`src/common/host_chan_pkg.sv`:
```
// Sizes are fixed for a 64-line ring of 512-bit lines and the register map assumes word-wide CSR access
`default_nettype none

package host_chan_pkg;

    // ======================================================================
    // Ring geometry
    // ======================================================================

    // Width of a ring index, which gives a ring of 64 lines
    localparam int IDX_BITS = 6;
    typedef logic [IDX_BITS-1:0] t_ring_idx;

    // One message line as it is written to host memory
    localparam int LINE_BITS = 512;
    typedef logic [LINE_BITS-1:0] t_line;

    // Host memory is addressed in whole lines
    localparam int ADDR_BITS = 42;
    typedef logic [ADDR_BITS-1:0] t_line_addr;

    // ======================================================================
    // Flow control and flush policy
    // ======================================================================

    // Requests the memory side accepts before any credit comes back
    localparam int MEM_CREDITS = 4;

    // Issue-capable idle cycles that force a fence on a partial run
    localparam int IDLE_FLUSH_CYCLES = 16;

    // ======================================================================
    // Register map
    // ======================================================================

    localparam int CSR_ADDR_BITS = 2;

    // Base line address of the ring in host memory
    localparam logic [CSR_ADDR_BITS-1:0] CSR_RING_BASE = 2'd0;
    // Bit 0 lets the writer issue requests
    localparam logic [CSR_ADDR_BITS-1:0] CSR_ENABLE = 2'd1;
    // Oldest ring entry the host has not consumed yet
    localparam logic [CSR_ADDR_BITS-1:0] CSR_OLDEST_IDX = 2'd2;
    // Read-only view of the published write index
    localparam logic [CSR_ADDR_BITS-1:0] CSR_NEXT_IDX = 2'd3;

endpackage

`default_nettype wire

```
`src/common/mem_write_if.sv`:
```
// Requests are held by the writer until grant and each grant stands for exactly one line or fence
`timescale 1ns/1ps
`default_nettype none

interface mem_write_if;
    import host_chan_pkg::*;

    // Writer wants a slot toward memory this cycle
    logic request;
    // The pending request is a write fence rather than a line
    logic fence;
    // Target line address, zero for a fence
    t_line_addr addr;
    // Line payload, ignored by memory for a fence
    t_line data;

    // The controller took the request this cycle
    logic grant;
    // At least one credit is left
    logic can_issue;

    // Ring writer side
    modport writer
    (
        output request, fence, addr, data,
        input  grant, can_issue
    );

    // Credit controller side
    modport ctrl
    (
        input  request, fence, addr, data,
        output grant, can_issue
    );

endinterface

`default_nettype wire

```
`src/fifo_to_host/line_buffer.sv`:
```
// Holds two lines only and expects the caller to respect not_full and not_empty
`timescale 1ns/1ps
`default_nettype none

module line_buffer
(
    input  logic                 clk,
    input  logic                 reset,
    input  host_chan_pkg::t_line enq_data,
    input  logic                 enq_en,
    output logic                 not_full,
    output host_chan_pkg::t_line first,
    input  logic                 deq_en,
    output logic                 not_empty
);
    import host_chan_pkg::*;

    // Two storage slots addressed by one-bit pointers
    t_line      entry [2];
    logic       wr_ptr;
    logic       rd_ptr;
    logic [1:0] count;

    // Payload storage only changes on an enqueue
    always_ff @(posedge clk)
    begin
        if (enq_en)
        begin
            entry[wr_ptr] <= enq_data;
        end
    end

    // Pointers and occupancy
    always_ff @(posedge clk)
    begin
        if (reset)
        begin
            wr_ptr <= 1'b0;
            rd_ptr <= 1'b0;
            count  <= 2'd0;
        end
        else
        begin
            if (enq_en)
            begin
                wr_ptr <= ~wr_ptr;
            end
            if (deq_en)
            begin
                rd_ptr <= ~rd_ptr;
            end
            // Simultaneous enqueue and dequeue leave the count unchanged
            if (enq_en && !deq_en)
            begin
                count <= count + 2'd1;
            end
            else if (deq_en && !enq_en)
            begin
                count <= count - 2'd1;
            end
        end
    end

    // Head of the queue is visible the cycle after it was written
    assign first     = entry[rd_ptr];
    assign not_full  = (count != 2'd2);
    assign not_empty = (count != 2'd0);

    // The writer may only take a line that is already stored
    a_no_deq_empty: assert property (@(posedge clk) disable iff (reset) deq_en |-> not_empty)
        else $error("line_buffer: dequeue from empty buffer");

    // The producer side must honor tx_rdy
    a_no_enq_full: assert property (@(posedge clk) disable iff (reset) enq_en |-> not_full)
        else $error("line_buffer: enqueue into full buffer");

endmodule

`default_nettype wire

```
`src/fifo_to_host/fifo_to_host_writer.sv`:
```
// Single writer only and the host must never report an oldest index beyond the published one
`timescale 1ns/1ps
`default_nettype none

module fifo_to_host_writer
(
    input  logic                       clk,
    input  logic                       reset,
    input  host_chan_pkg::t_line       line_data,
    input  logic                       line_valid,
    output logic                       line_deq,
    input  host_chan_pkg::t_line_addr  ring_base,
    input  logic                       enable,
    input  host_chan_pkg::t_ring_idx   oldest_idx,
    output host_chan_pkg::t_ring_idx   next_idx,
    mem_write_if.writer                mem
);
    import host_chan_pkg::*;

    // ======================================================================
    // Ring indices
    // ======================================================================

    // Next ring entry a line will be written to
    t_ring_idx cur_idx;

    // Entries before this one are fenced and visible to the host
    t_ring_idx written_idx;

    // Lines written since the last fence
    t_ring_idx ring_dist;

    assign next_idx  = written_idx;
    assign ring_dist = cur_idx - written_idx;

    // A nonzero top pair of bits means the run covers a quarter of the ring
    logic flush_for_writes;
    assign flush_for_writes = (ring_dist[IDX_BITS-1:IDX_BITS-2] != 2'b00);

    // Full check is registered, so it looks two entries ahead to cover the lag
    logic ring_ok;

    always_ff @(posedge clk)
    begin
        if (reset)
        begin
            ring_ok <= 1'b0;
        end
        else
        begin
            ring_ok <= (cur_idx + t_ring_idx'(1) != oldest_idx) &&
                       (cur_idx + t_ring_idx'(2) != oldest_idx);
        end
    end

    // ======================================================================
    // Flush decision
    // ======================================================================

    typedef enum logic [1:0]
    {
        ST_WAIT_FIRST,
        ST_COLLECT,
        ST_FENCE
    } t_state;

    t_state state;

    typedef logic [$clog2(IDLE_FLUSH_CYCLES):0] t_idle_cnt;

    t_idle_cnt idle_cnt;
    logic      flush_for_idle;
    logic      flush_now;

    assign flush_for_idle = (idle_cnt == t_idle_cnt'(IDLE_FLUSH_CYCLES));

    // Only an open run can be closed by a fence
    assign flush_now = (state == ST_COLLECT) && (flush_for_idle || flush_for_writes);

    // Idle cycles only count while memory could have taken a request,
    // so a saturated bus does not trigger needless fences
    always_ff @(posedge clk)
    begin
        if (reset)
        begin
            idle_cnt <= '0;
        end
        else if ((state != ST_COLLECT) || line_deq)
        begin
            idle_cnt <= '0;
        end
        else if (mem.can_issue && !flush_for_idle)
        begin
            idle_cnt <= idle_cnt + t_idle_cnt'(1);
        end
    end

    // ======================================================================
    // Fence state machine
    // ======================================================================

    always_ff @(posedge clk)
    begin
        if (reset)
        begin
            state       <= ST_WAIT_FIRST;
            cur_idx     <= '0;
            written_idx <= '0;
        end
        else
        begin
            case (state)
                ST_WAIT_FIRST:
                begin
                    // First line of a new run
                    if (mem.grant)
                    begin
                        state   <= ST_COLLECT;
                        cur_idx <= cur_idx + t_ring_idx'(1);
                    end
                end

                ST_COLLECT:
                begin
                    // Line requests are held off while a flush is due
                    if (flush_now)
                    begin
                        state <= ST_FENCE;
                    end
                    else if (mem.grant)
                    begin
                        cur_idx <= cur_idx + t_ring_idx'(1);
                    end
                end

                ST_FENCE:
                begin
                    // Publish the run once the fence is accepted
                    if (mem.grant)
                    begin
                        state       <= ST_WAIT_FIRST;
                        written_idx <= cur_idx;
                    end
                end

                default:
                begin
                    state <= ST_WAIT_FIRST;
                end
            endcase
        end
    end

    // ======================================================================
    // Request generation
    // ======================================================================

    logic line_req;
    logic fence_req;

    // A line needs ring space; a fence never does, or the host could not drain
    assign line_req  = enable && ring_ok && line_valid && (state != ST_FENCE) && !flush_now;
    assign fence_req = enable && (state == ST_FENCE);

    assign mem.request = line_req || fence_req;
    assign mem.fence   = (state == ST_FENCE);
    assign mem.addr    = (state == ST_FENCE) ? '0 : ring_base + t_line_addr'(cur_idx);
    assign mem.data    = line_data;

    // A granted line leaves the buffer in the grant cycle
    assign line_deq = mem.grant && (state != ST_FENCE);

endmodule

`default_nettype wire

```
`src/source/host_chan_csr.sv`:
```
// Registers are write-only except for readback and CSR_NEXT_IDX ignores writes
`timescale 1ns/1ps
`default_nettype none

module host_chan_csr
(
    input  logic                                    clk,
    input  logic                                    reset,
    input  logic                                    wr_en,
    input  logic [host_chan_pkg::CSR_ADDR_BITS-1:0] addr,
    input  logic [63:0]                             wr_data,
    output logic [63:0]                             rd_data,
    input  host_chan_pkg::t_ring_idx                next_idx,
    output host_chan_pkg::t_line_addr               ring_base,
    output logic                                    enable,
    output host_chan_pkg::t_ring_idx                oldest_idx
);
    import host_chan_pkg::*;

    // ======================================================================
    // Register storage
    // ======================================================================

    t_line_addr base_q;
    logic       enable_q;
    t_ring_idx  oldest_q;

    // Writes land on the next edge and the writer sees them one cycle later
    always_ff @(posedge clk)
    begin
        if (reset)
        begin
            base_q   <= '0;
            enable_q <= 1'b0;
            oldest_q <= '0;
        end
        else if (wr_en)
        begin
            case (addr)
                CSR_RING_BASE:
                begin
                    base_q <= t_line_addr'(wr_data);
                end

                CSR_ENABLE:
                begin
                    enable_q <= wr_data[0];
                end

                CSR_OLDEST_IDX:
                begin
                    // Host reports how far it has consumed the ring
                    oldest_q <= t_ring_idx'(wr_data);
                end

                default:
                begin
                    // The published index is owned by the writer
                end
            endcase
        end
    end

    assign ring_base  = base_q;
    assign enable     = enable_q;
    assign oldest_idx = oldest_q;

    // ======================================================================
    // Readback
    // ======================================================================

    // Reads are combinational and zero-extended to the bus width
    always_comb
    begin
        case (addr)
            CSR_RING_BASE:
            begin
                rd_data = 64'(base_q);
            end

            CSR_ENABLE:
            begin
                rd_data = 64'(enable_q);
            end

            CSR_OLDEST_IDX:
            begin
                rd_data = 64'(oldest_q);
            end

            default:
            begin
                rd_data = 64'(next_idx);
            end
        endcase
    end

endmodule

`default_nettype wire

```
`src/source/write_credit_ctrl.sv`:
```
// Memory must return exactly one credit per granted request and never more than MEM_CREDITS
`timescale 1ns/1ps
`default_nettype none

module write_credit_ctrl
(
    input  logic                       clk,
    input  logic                       reset,
    mem_write_if.ctrl                  ch,
    input  logic                       credit_return,
    output logic                       wr_valid,
    output logic                       wr_fence,
    output host_chan_pkg::t_line_addr  wr_addr,
    output host_chan_pkg::t_line       wr_data
);
    import host_chan_pkg::*;

    typedef logic [$clog2(MEM_CREDITS+1)-1:0] t_credit_cnt;

    // Credits still available toward memory
    t_credit_cnt credits;

    assign ch.can_issue = (credits != '0);

    // Grant in the request cycle whenever a credit is left
    assign ch.grant = ch.request && ch.can_issue;

    // A grant and a return in the same cycle cancel out
    always_ff @(posedge clk)
    begin
        if (reset)
        begin
            credits <= t_credit_cnt'(MEM_CREDITS);
        end
        else if (ch.grant && !credit_return)
        begin
            credits <= credits - t_credit_cnt'(1);
        end
        else if (credit_return && !ch.grant)
        begin
            credits <= credits + t_credit_cnt'(1);
        end
    end

    // Each granted request shows up on the memory ports as one valid cycle
    assign wr_valid = ch.grant;
    assign wr_fence = ch.grant && ch.fence;
    assign wr_addr  = ch.addr;
    assign wr_data  = ch.data;

    // An extra credit from memory overflows the count, and an underflow
    // wraps to a large value, so both show up above MEM_CREDITS
    a_credit_range: assert property (@(posedge clk) disable iff (reset)
        credits <= t_credit_cnt'(MEM_CREDITS))
        else $error("write_credit_ctrl: credit count out of range");

endmodule

`default_nettype wire

```
`src/source/host_chan_top.sv`:
```
// Producer lines are accepted only while tx_rdy is high and nothing issues until enable is set
`timescale 1ns/1ps
`default_nettype none

module host_chan_top
(
    input  logic                                    clk,
    input  logic                                    reset,
    input  host_chan_pkg::t_line                    tx_data,
    input  logic                                    tx_enable,
    output logic                                    tx_rdy,
    input  logic                                    csr_wr_en,
    input  logic [host_chan_pkg::CSR_ADDR_BITS-1:0] csr_addr,
    input  logic [63:0]                             csr_wr_data,
    output logic [63:0]                             csr_rd_data,
    output logic                                    mem_wr_valid,
    output logic                                    mem_wr_fence,
    output host_chan_pkg::t_line_addr               mem_wr_addr,
    output host_chan_pkg::t_line                    mem_wr_data,
    input  logic                                    mem_credit_return,
    output host_chan_pkg::t_ring_idx                next_write_idx
);
    import host_chan_pkg::*;

    // Buffered line toward the writer
    t_line buf_first;
    logic  buf_not_empty;
    logic  buf_deq;

    // Register outputs steering the writer
    t_line_addr ring_base;
    logic       enable;
    t_ring_idx  oldest_idx;

    // Writer to credit controller request channel
    mem_write_if mem_ch ();

    // Incoming lines are accepted only on a ready cycle
    line_buffer line_buffer_i (.clk, .reset, .enq_data(tx_data),
        .enq_en(tx_enable && tx_rdy), .not_full(tx_rdy), .first(buf_first),
        .deq_en(buf_deq), .not_empty(buf_not_empty));

    fifo_to_host_writer fifo_to_host_writer_i (.clk, .reset, .line_data(buf_first),
        .line_valid(buf_not_empty), .line_deq(buf_deq), .ring_base, .enable,
        .oldest_idx, .next_idx(next_write_idx), .mem(mem_ch.writer));

    host_chan_csr host_chan_csr_i (.clk, .reset, .wr_en(csr_wr_en), .addr(csr_addr),
        .wr_data(csr_wr_data), .rd_data(csr_rd_data), .next_idx(next_write_idx),
        .ring_base, .enable, .oldest_idx);

    write_credit_ctrl write_credit_ctrl_i (.clk, .reset, .ch(mem_ch.ctrl),
        .credit_return(mem_credit_return), .wr_valid(mem_wr_valid),
        .wr_fence(mem_wr_fence), .wr_addr(mem_wr_addr), .wr_data(mem_wr_data));

endmodule

`default_nettype wire

```
`config.mk`:
```
export PLATFORM = sky130hd
export DESIGN_NAME = host_chan_top
export DESIGN_NICKNAME = d
export VERILOG_FILES = /design/src/common/host_chan_pkg.sv /design/src/common/mem_write_if.sv /design/src/fifo_to_host/line_buffer.sv /design/src/fifo_to_host/fifo_to_host_writer.sv /design/src/source/host_chan_csr.sv /design/src/source/write_credit_ctrl.sv /design/src/source/host_chan_top.sv
export SDC_FILE = /design/constraint.sdc
export NUM_CORES = 1
export LEC_CHECK = 0
export BUFFER_PORTS_ARGS = -buffer_cell sky130_fd_sc_hd__buf_2
export CORE_AREA = 2 2 465 467
export CTS_CLUSTER_DIAMETER = 50
export DETAILED_ROUTE_END_ITERATION = 16
export DIE_AREA = 0 0 467 469
export PLACE_DENSITY = 0.4
export SYNTH_ARGS = -nofsm -noshare
export SYNTH_HDL_FRONTEND = slang
export SYNTH_SLANG_ARGS = --single-unit
```
`constraint.sdc`:
```
create_clock -name clk -period 30.2 [get_ports clk]
set_clock_uncertainty 0.2 [all_clocks]
set_input_delay 7.55 -clock clk [delete_from_list [all_inputs] [get_ports clk]]
set_output_delay 7.55 -clock clk [all_outputs]
set_load 0.02 [all_outputs]
```
Yosys cells after proc, flatten, opt, wreduce, memory -nomap -nowiden --
Memories as Yosys holds them, arrays and structs flattened. A register that Yosys moved wholly into a read port is not among the register bits. Index checks and enable logic that the tools add are counted.
Storage, ports and cells: word-level logic and storage cells 95, bits in latches 0, memories kept 1, memory bits (read-only) 0, input bits 583, bits in registers 76, output and inout bits 627, memory bits (writable) 1024
Memories:
- line_buffer_i.entry | words 2, width 512, rd ports 1, clocked after memory_dff 1, wr ports 1, line line_buffer.sv:19 | t_line entry [2];
Operators by class: bitwise gates (word level) 2, order comparisons 0, equal/unequal tests 14, add/sub/neg operators 9, mux-type cells 17, shift-type cells 0, $mul 0, reductions and logical operators 40, div/mod/pow operators 0
Operators with widths (count):
- 42-bit one-hot mux with 3 select lines | 1
- 42-bit by 6-bit adder with 42-bit output | 1
- 42-bit two-way mux | 1
- 1-bit logical AND | 16
- 6-bit two-way mux | 2
- 6-bit inequality test | 2
- 6-bit one-hot mux with 2 select lines | 1
- 2-bit two-way mux | 5
- 2-bit AND reduction | 5
- 2-bit nonzero test | 5
- 2-bit inequality test (second input constant) | 4
- 6-bit by 1-bit adder with 6-bit output (second input constant) | 1
- 6-bit by 2-bit adder with 6-bit output (second input constant) | 1
- 1-bit logical NOT | 6
- 3-bit two-way mux | 2
- 2-bit by 1-bit inequality test with 1-bit output (second input constant) | 3
- 2-bit one-hot mux with 3 select lines | 1
- 6-bit subtractor | 1
- 5-bit by 1-bit adder with 5-bit output (second input constant) | 1
- 5-bit equality test (second input constant) | 1
- 2-bit by 1-bit equality test with 1-bit output (second input constant) | 2
- 2-bit equality test (second input constant) | 2
- 2-bit logical NOT | 2
- 1-bit two-way mux | 4
- other kinds (9) | 12

Longest topological paths before layout --
depth after elaboration 12, mapped depth 14, mapped depth without buffers 14

Cells and area by module --
A second synthesis with hierarchy kept.
Second synthesis, totals: cells, all modules 3328, area, all modules 50743.7 um^2
By module, submodules not included:
- line_buffer | sequential area each 30849.6 um^2, cells each 1615, area each 37365.8 um^2, instances 1
- fifo_to_host_writer | sequential area each 400.4 um^2, cells each 852, area each 6269.8 um^2, instances 1
- write_credit_ctrl | sequential area each 60.1 um^2, cells each 576, area each 4345.4 um^2, instances 1
- host_chan_csr | sequential area each 980.9 um^2, cells each 284, area each 2756.4 um^2, instances 1
- host_chan_top | sequential area each 0.0 um^2, cells each 1, area each 6.3 um^2, instances 1

Least setup slack after synthesis --
No wires, ideal clock.
path kind input to register, from in tx_enable, to mem line_buffer_i.entry[0][0] (netlist bit), enable pin, setup slack -0.216 ns, path buffers 0, setup time 1.400 ns, data arrival time 28.816 ns, stages 2, required time 28.600 ns, path through nand2_1 -> nor2_1
Between the ends: word-level cells in the longest chain between the ends 3
Ends and longest elaborated chain:
- start, declared | line host_chan_top.sv:10 | input logic tx_enable,
- 1-bit logical AND | line host_chan_top.sv:40 | .enq_en(tx_enable && tx_rdy), .not_full(tx_rdy), .first(buf_first),
- 1-bit two-way mux | line line_buffer.sv:27 | if (enq_en)
- 1-bit two-way mux (not written as such) | line line_buffer.sv:29 | entry[wr_ptr] <= enq_data;
- end, declared | line line_buffer.sv:19
Every way passes these cells.

Final worst setup path --
from in csr_addr[1] (netlist bit), to out csr_rd_data[5]
Between the ends: word-level cells in the longest chain between the ends 2, elaborated cells on any way between the ends 4, those cells by class eq/ne (2); mux (1); reduce/logical (1)
Ends and longest elaborated chain:
- start, declared | line host_chan_top.sv:13 | input logic [host_chan_pkg::CSR_ADDR_BITS-1:0] csr_addr,
- 2-bit equality test (tied with other cells) | line host_chan_csr.sv:75 | case (addr)
- 42-bit one-hot mux with 3 select lines * | line host_chan_csr.sv:75
- end, declared | line host_chan_top.sv:15 | output logic [63:0] csr_rd_data,
Every way passes the cells marked *; elsewhere a longest branch is shown, timed or not.

==> impl_metrics.ini <==
[cells_and_area]
areaGrowthSynthToFinish_pct = 34.5
final_cell_count_no_fill = 6504
final_layout_size_suffix_gt1_frac = 0.540
design.final.nets = 4124

[yosys]
sequential_share_of_the_synthesized_area = 0.772
netlist_instances = 2272
postSynthRegisterBits = 1101
syn_area_per_cell_um2 = 18.4
synthesis.yosys.warnings = 0
cell_types_with_the_largest_area_share_after_synthesis = sky130_fd_sc_hd__edfxtp_1, sky130_fd_sc_hd__mux2_2, sky130_fd_sc_hd__dfxtp_1
yosys_most_used_dff = sky130_fd_sc_hd__edfxtp_1
post-synth-top-count-cell = sky130_fd_sc_hd__edfxtp_1
yosysTopAreaCellShare = 0.735
synth_enable_flop_cells = 1024
ys_top_cells_by_count = sky130_fd_sc_hd__edfxtp_1, sky130_fd_sc_hd__mux2_2, sky130_fd_sc_hd__nand2_1
ys_async_sr_fraction = 0
cell_variety_after_synth = 58
synth.largest_area_cell = sky130_fd_sc_hd__edfxtp_1
synthesis.area_um2 = 41800

[clocking]
inserted_clock_buffers = 155
cts.reportedPaths.clkPinSlew_ps = 50
cts.sink_count = 1101
cts_hold_repair.buffers = 0
cts_root_buffer = sky130_fd_sc_hd__clkbuf_16
tritoncts = built
post_cts.resized_instances = 0
h-tree-depth = 4
ctsLongestPathBuffers = 3
post-cts-setup-buffers = 0
clock_latency_ps = 800

[worst_setup_path]
regToRegEndpoint = line_buffer_i.entry[0][302]
reg2reg_from = line_buffer_i.count[0]
cp_data_required_time_ps = 22450
crit_path_max_fanout = 38
worst_setup_path_endpoint = csr_rd_data[5]
critical_path.startpoint = csr_addr[1]
category_of_the_critical_setup_timing_path = input port to output pin
start_kind = input port
reg2reg_slack_ps = 25830
critical_path.endpoint_type = output pin
worst_reg2reg_path_length_in_cells = 6
timing.critical_path.arrival_ps = 9310

[timing]
achievable-frequency_mhz = 58.6
max-slew-margin-rel = 0.144
tightest_slew_ps = 1280
setup-tns-final_ps = 0
timing.final.crit_period_ps = 17060
setup_viol = 0
finalCritPeriodShare = 0.565
grt_setup_unrepaired = no
timing.final.max_slew_violations = 0
hold_violations = 0

[detailed_routing]
drtIter0Drc = 1290
ant_nets = 0
detail_route.first_pass.iterations = 4
drt-vias-per-instance = 3.84
routed_len_inst_um = 22.4
wirelength_um = 146000
drc = 0
routed-via-count = 24973

[global_route]
initial_antenna_violation_count = 105
total_routing_usage_gr = 0.128
first_global_vias = 25866
grt_first_pass_wirelength_um = 198000
maximum_number_of_pins_on_one_net_before_global_route_repair = 145
overflow = 0

[placement]
place.gp.congestion = 0.868
numPlacedInstances = 6204
port_buffers = 1165
post-dp-hpwl_um = 108000

[floorplanning]
top_level_ports = 1210
floorplan.initialDensity = 0.196
die_area_um2 = 219000
core_area_um2 = 214000
floorplan.die.width_um = 467
floorplan.rows = 170
dieHeight_um = 469

[job]
timing.max_cap.violations = 0

[pwr]
power_per_cell_area_nw_per_um2 = 74.2
ir_worst_vdd_mv = 0.0551
static-leakage-power_nw = 20.7

[outcome]
outcome = complete, no violations

[hold_path]
hold_path_class = register to register
[worst min-delay path by stage]
stage	from	cells past startpoint	to	slack, ps
floorplan	host_chan_csr_i.ring_base[0]	2	host_chan_csr_i.ring_base[0]	250
global placement	host_chan_csr_i.ring_base[41]	2	host_chan_csr_i.ring_base[41]	280
detailed placement	host_chan_csr_i.ring_base[4]	2	host_chan_csr_i.ring_base[4]	290
CTS	host_chan_csr_i.ring_base[4]	2	host_chan_csr_i.ring_base[4]	290
global route	host_chan_csr_i.ring_base[41]	2	host_chan_csr_i.ring_base[41]	310
finish	host_chan_csr_i.ring_base[4]	2	host_chan_csr_i.ring_base[4]	300
[cells by family after synthesis]
logic type / after synthesis / share of synthesized area
DFF: 1101 / 0.772
adders and majority gates: 18 / 0.00574
and+or+nand+nor: 320 / 0.0368
buffers and inverters: 136 / 0.0151
other: 1 / 0.0000896
xor gates and xnor gates: 57 / 0.0119
AOI/OAI and AO/OA: 107 / 0.0152
muxes: 532 / 0.143
[layout by cell type, fill, tap and decap left out, drive strengths merged, types with 7 or more instances in the layout]
cell type,synthesis,final
a21oi,61,61
and2,35,35
and4,7,7
buf,29,1188
bufinv,0,15
clkbuf,86,181
clkinv,0,58
clkinvlp,0,13
conb,1,22
dfxtp,77,77
diode,0,14
edfxtp,1024,1024
ha,16,16
inv,21,40
mux2,520,520
mux2i,11,11
nand2,108,108
nand3,15,15
nand4,9,9
nor2,89,89
nor2b,8,8
nor3,23,23
o21ai,17,17
or3,7,7
xnor2,30,30
xor2,27,27
[metrics by stage]
stage | power (W) | worst slack (ps) | hold WS (ps) | util | area, um^2
2_1_floorplan | 0.00223 | 8480 | 250 | - | 41900
3_3_place_gp | 0.00240 | 13240 | 283 | 0.239 | 51000
3_5_place_dp | 0.00240 | 13110 | 287 | 0.239 | 51000
4_1_cts | 0.00426 | 13110 | 295 | 0.263 | 56200
5_1_grt | 0.00435 | 12990 | 312 | 0.263 | 56200
6_report | 0.00417 | 13140 | 295 | 0.263 | 56300
[cell type report]
class                   count  area (um^2)
multi-input cells        1056         9000
repair buffers           1188         6070
fillers                 22208       158000
clock inverters           105         1250
clock buffers             181         3990
inverters                  21         78.8
well taps                2838         3550
diodes                     14         35.0
flip-flops and latches   1101        32300
[flip-flops by register name, summed over array words and instances, names as in the netlist, named ones only]
signal	flops
line_buffer_i.entry	1024
host_chan_csr_i.ring_base	42
fifo_to_host_writer_i.cur_idx	6
fifo_to_host_writer_i.next_idx	6
host_chan_csr_i.oldest_idx	6
fifo_to_host_writer_i.idle_cnt	5
write_credit_ctrl_i.credits	3
fifo_to_host_writer_i.state	2
line_buffer_i.count	2
fifo_to_host_writer_i.ring_ok	1
host_chan_csr_i.enable	1
line_buffer_i.rd_ptr	1
line_buffer_i.wr_ptr	1
[critical path, stage by stage]
cell and delay, ps:
sky130_fd_sc_hd__buf_2 230, sky130_fd_sc_hd__nor2_2 1030, sky130_fd_sc_hd__a22o_1 290, sky130_fd_sc_hd__buf_2 170
[report_power, final]
group          total, W  internal (W)  switching, W
registers       0.00187       0.00184     0.0000295
logic          0.000483      0.000150      0.000333
clock network   0.00182       0.00109      0.000729
total           0.00417       0.00308       0.00109
[per-layer routing]
metal / share of wire / vias up / global-route usage
met5: 0.0023 / - / 0
met1: 0.37 / 12332 / 0.139
met3: 0.10 / 354 / 0.0619
met4: 0.024 / 52 / 0.0339
li1: - / 11224 / -
met2: 0.50 / 1011 / 0.221
No activity file was read; power rests on OpenSTA's default activity.
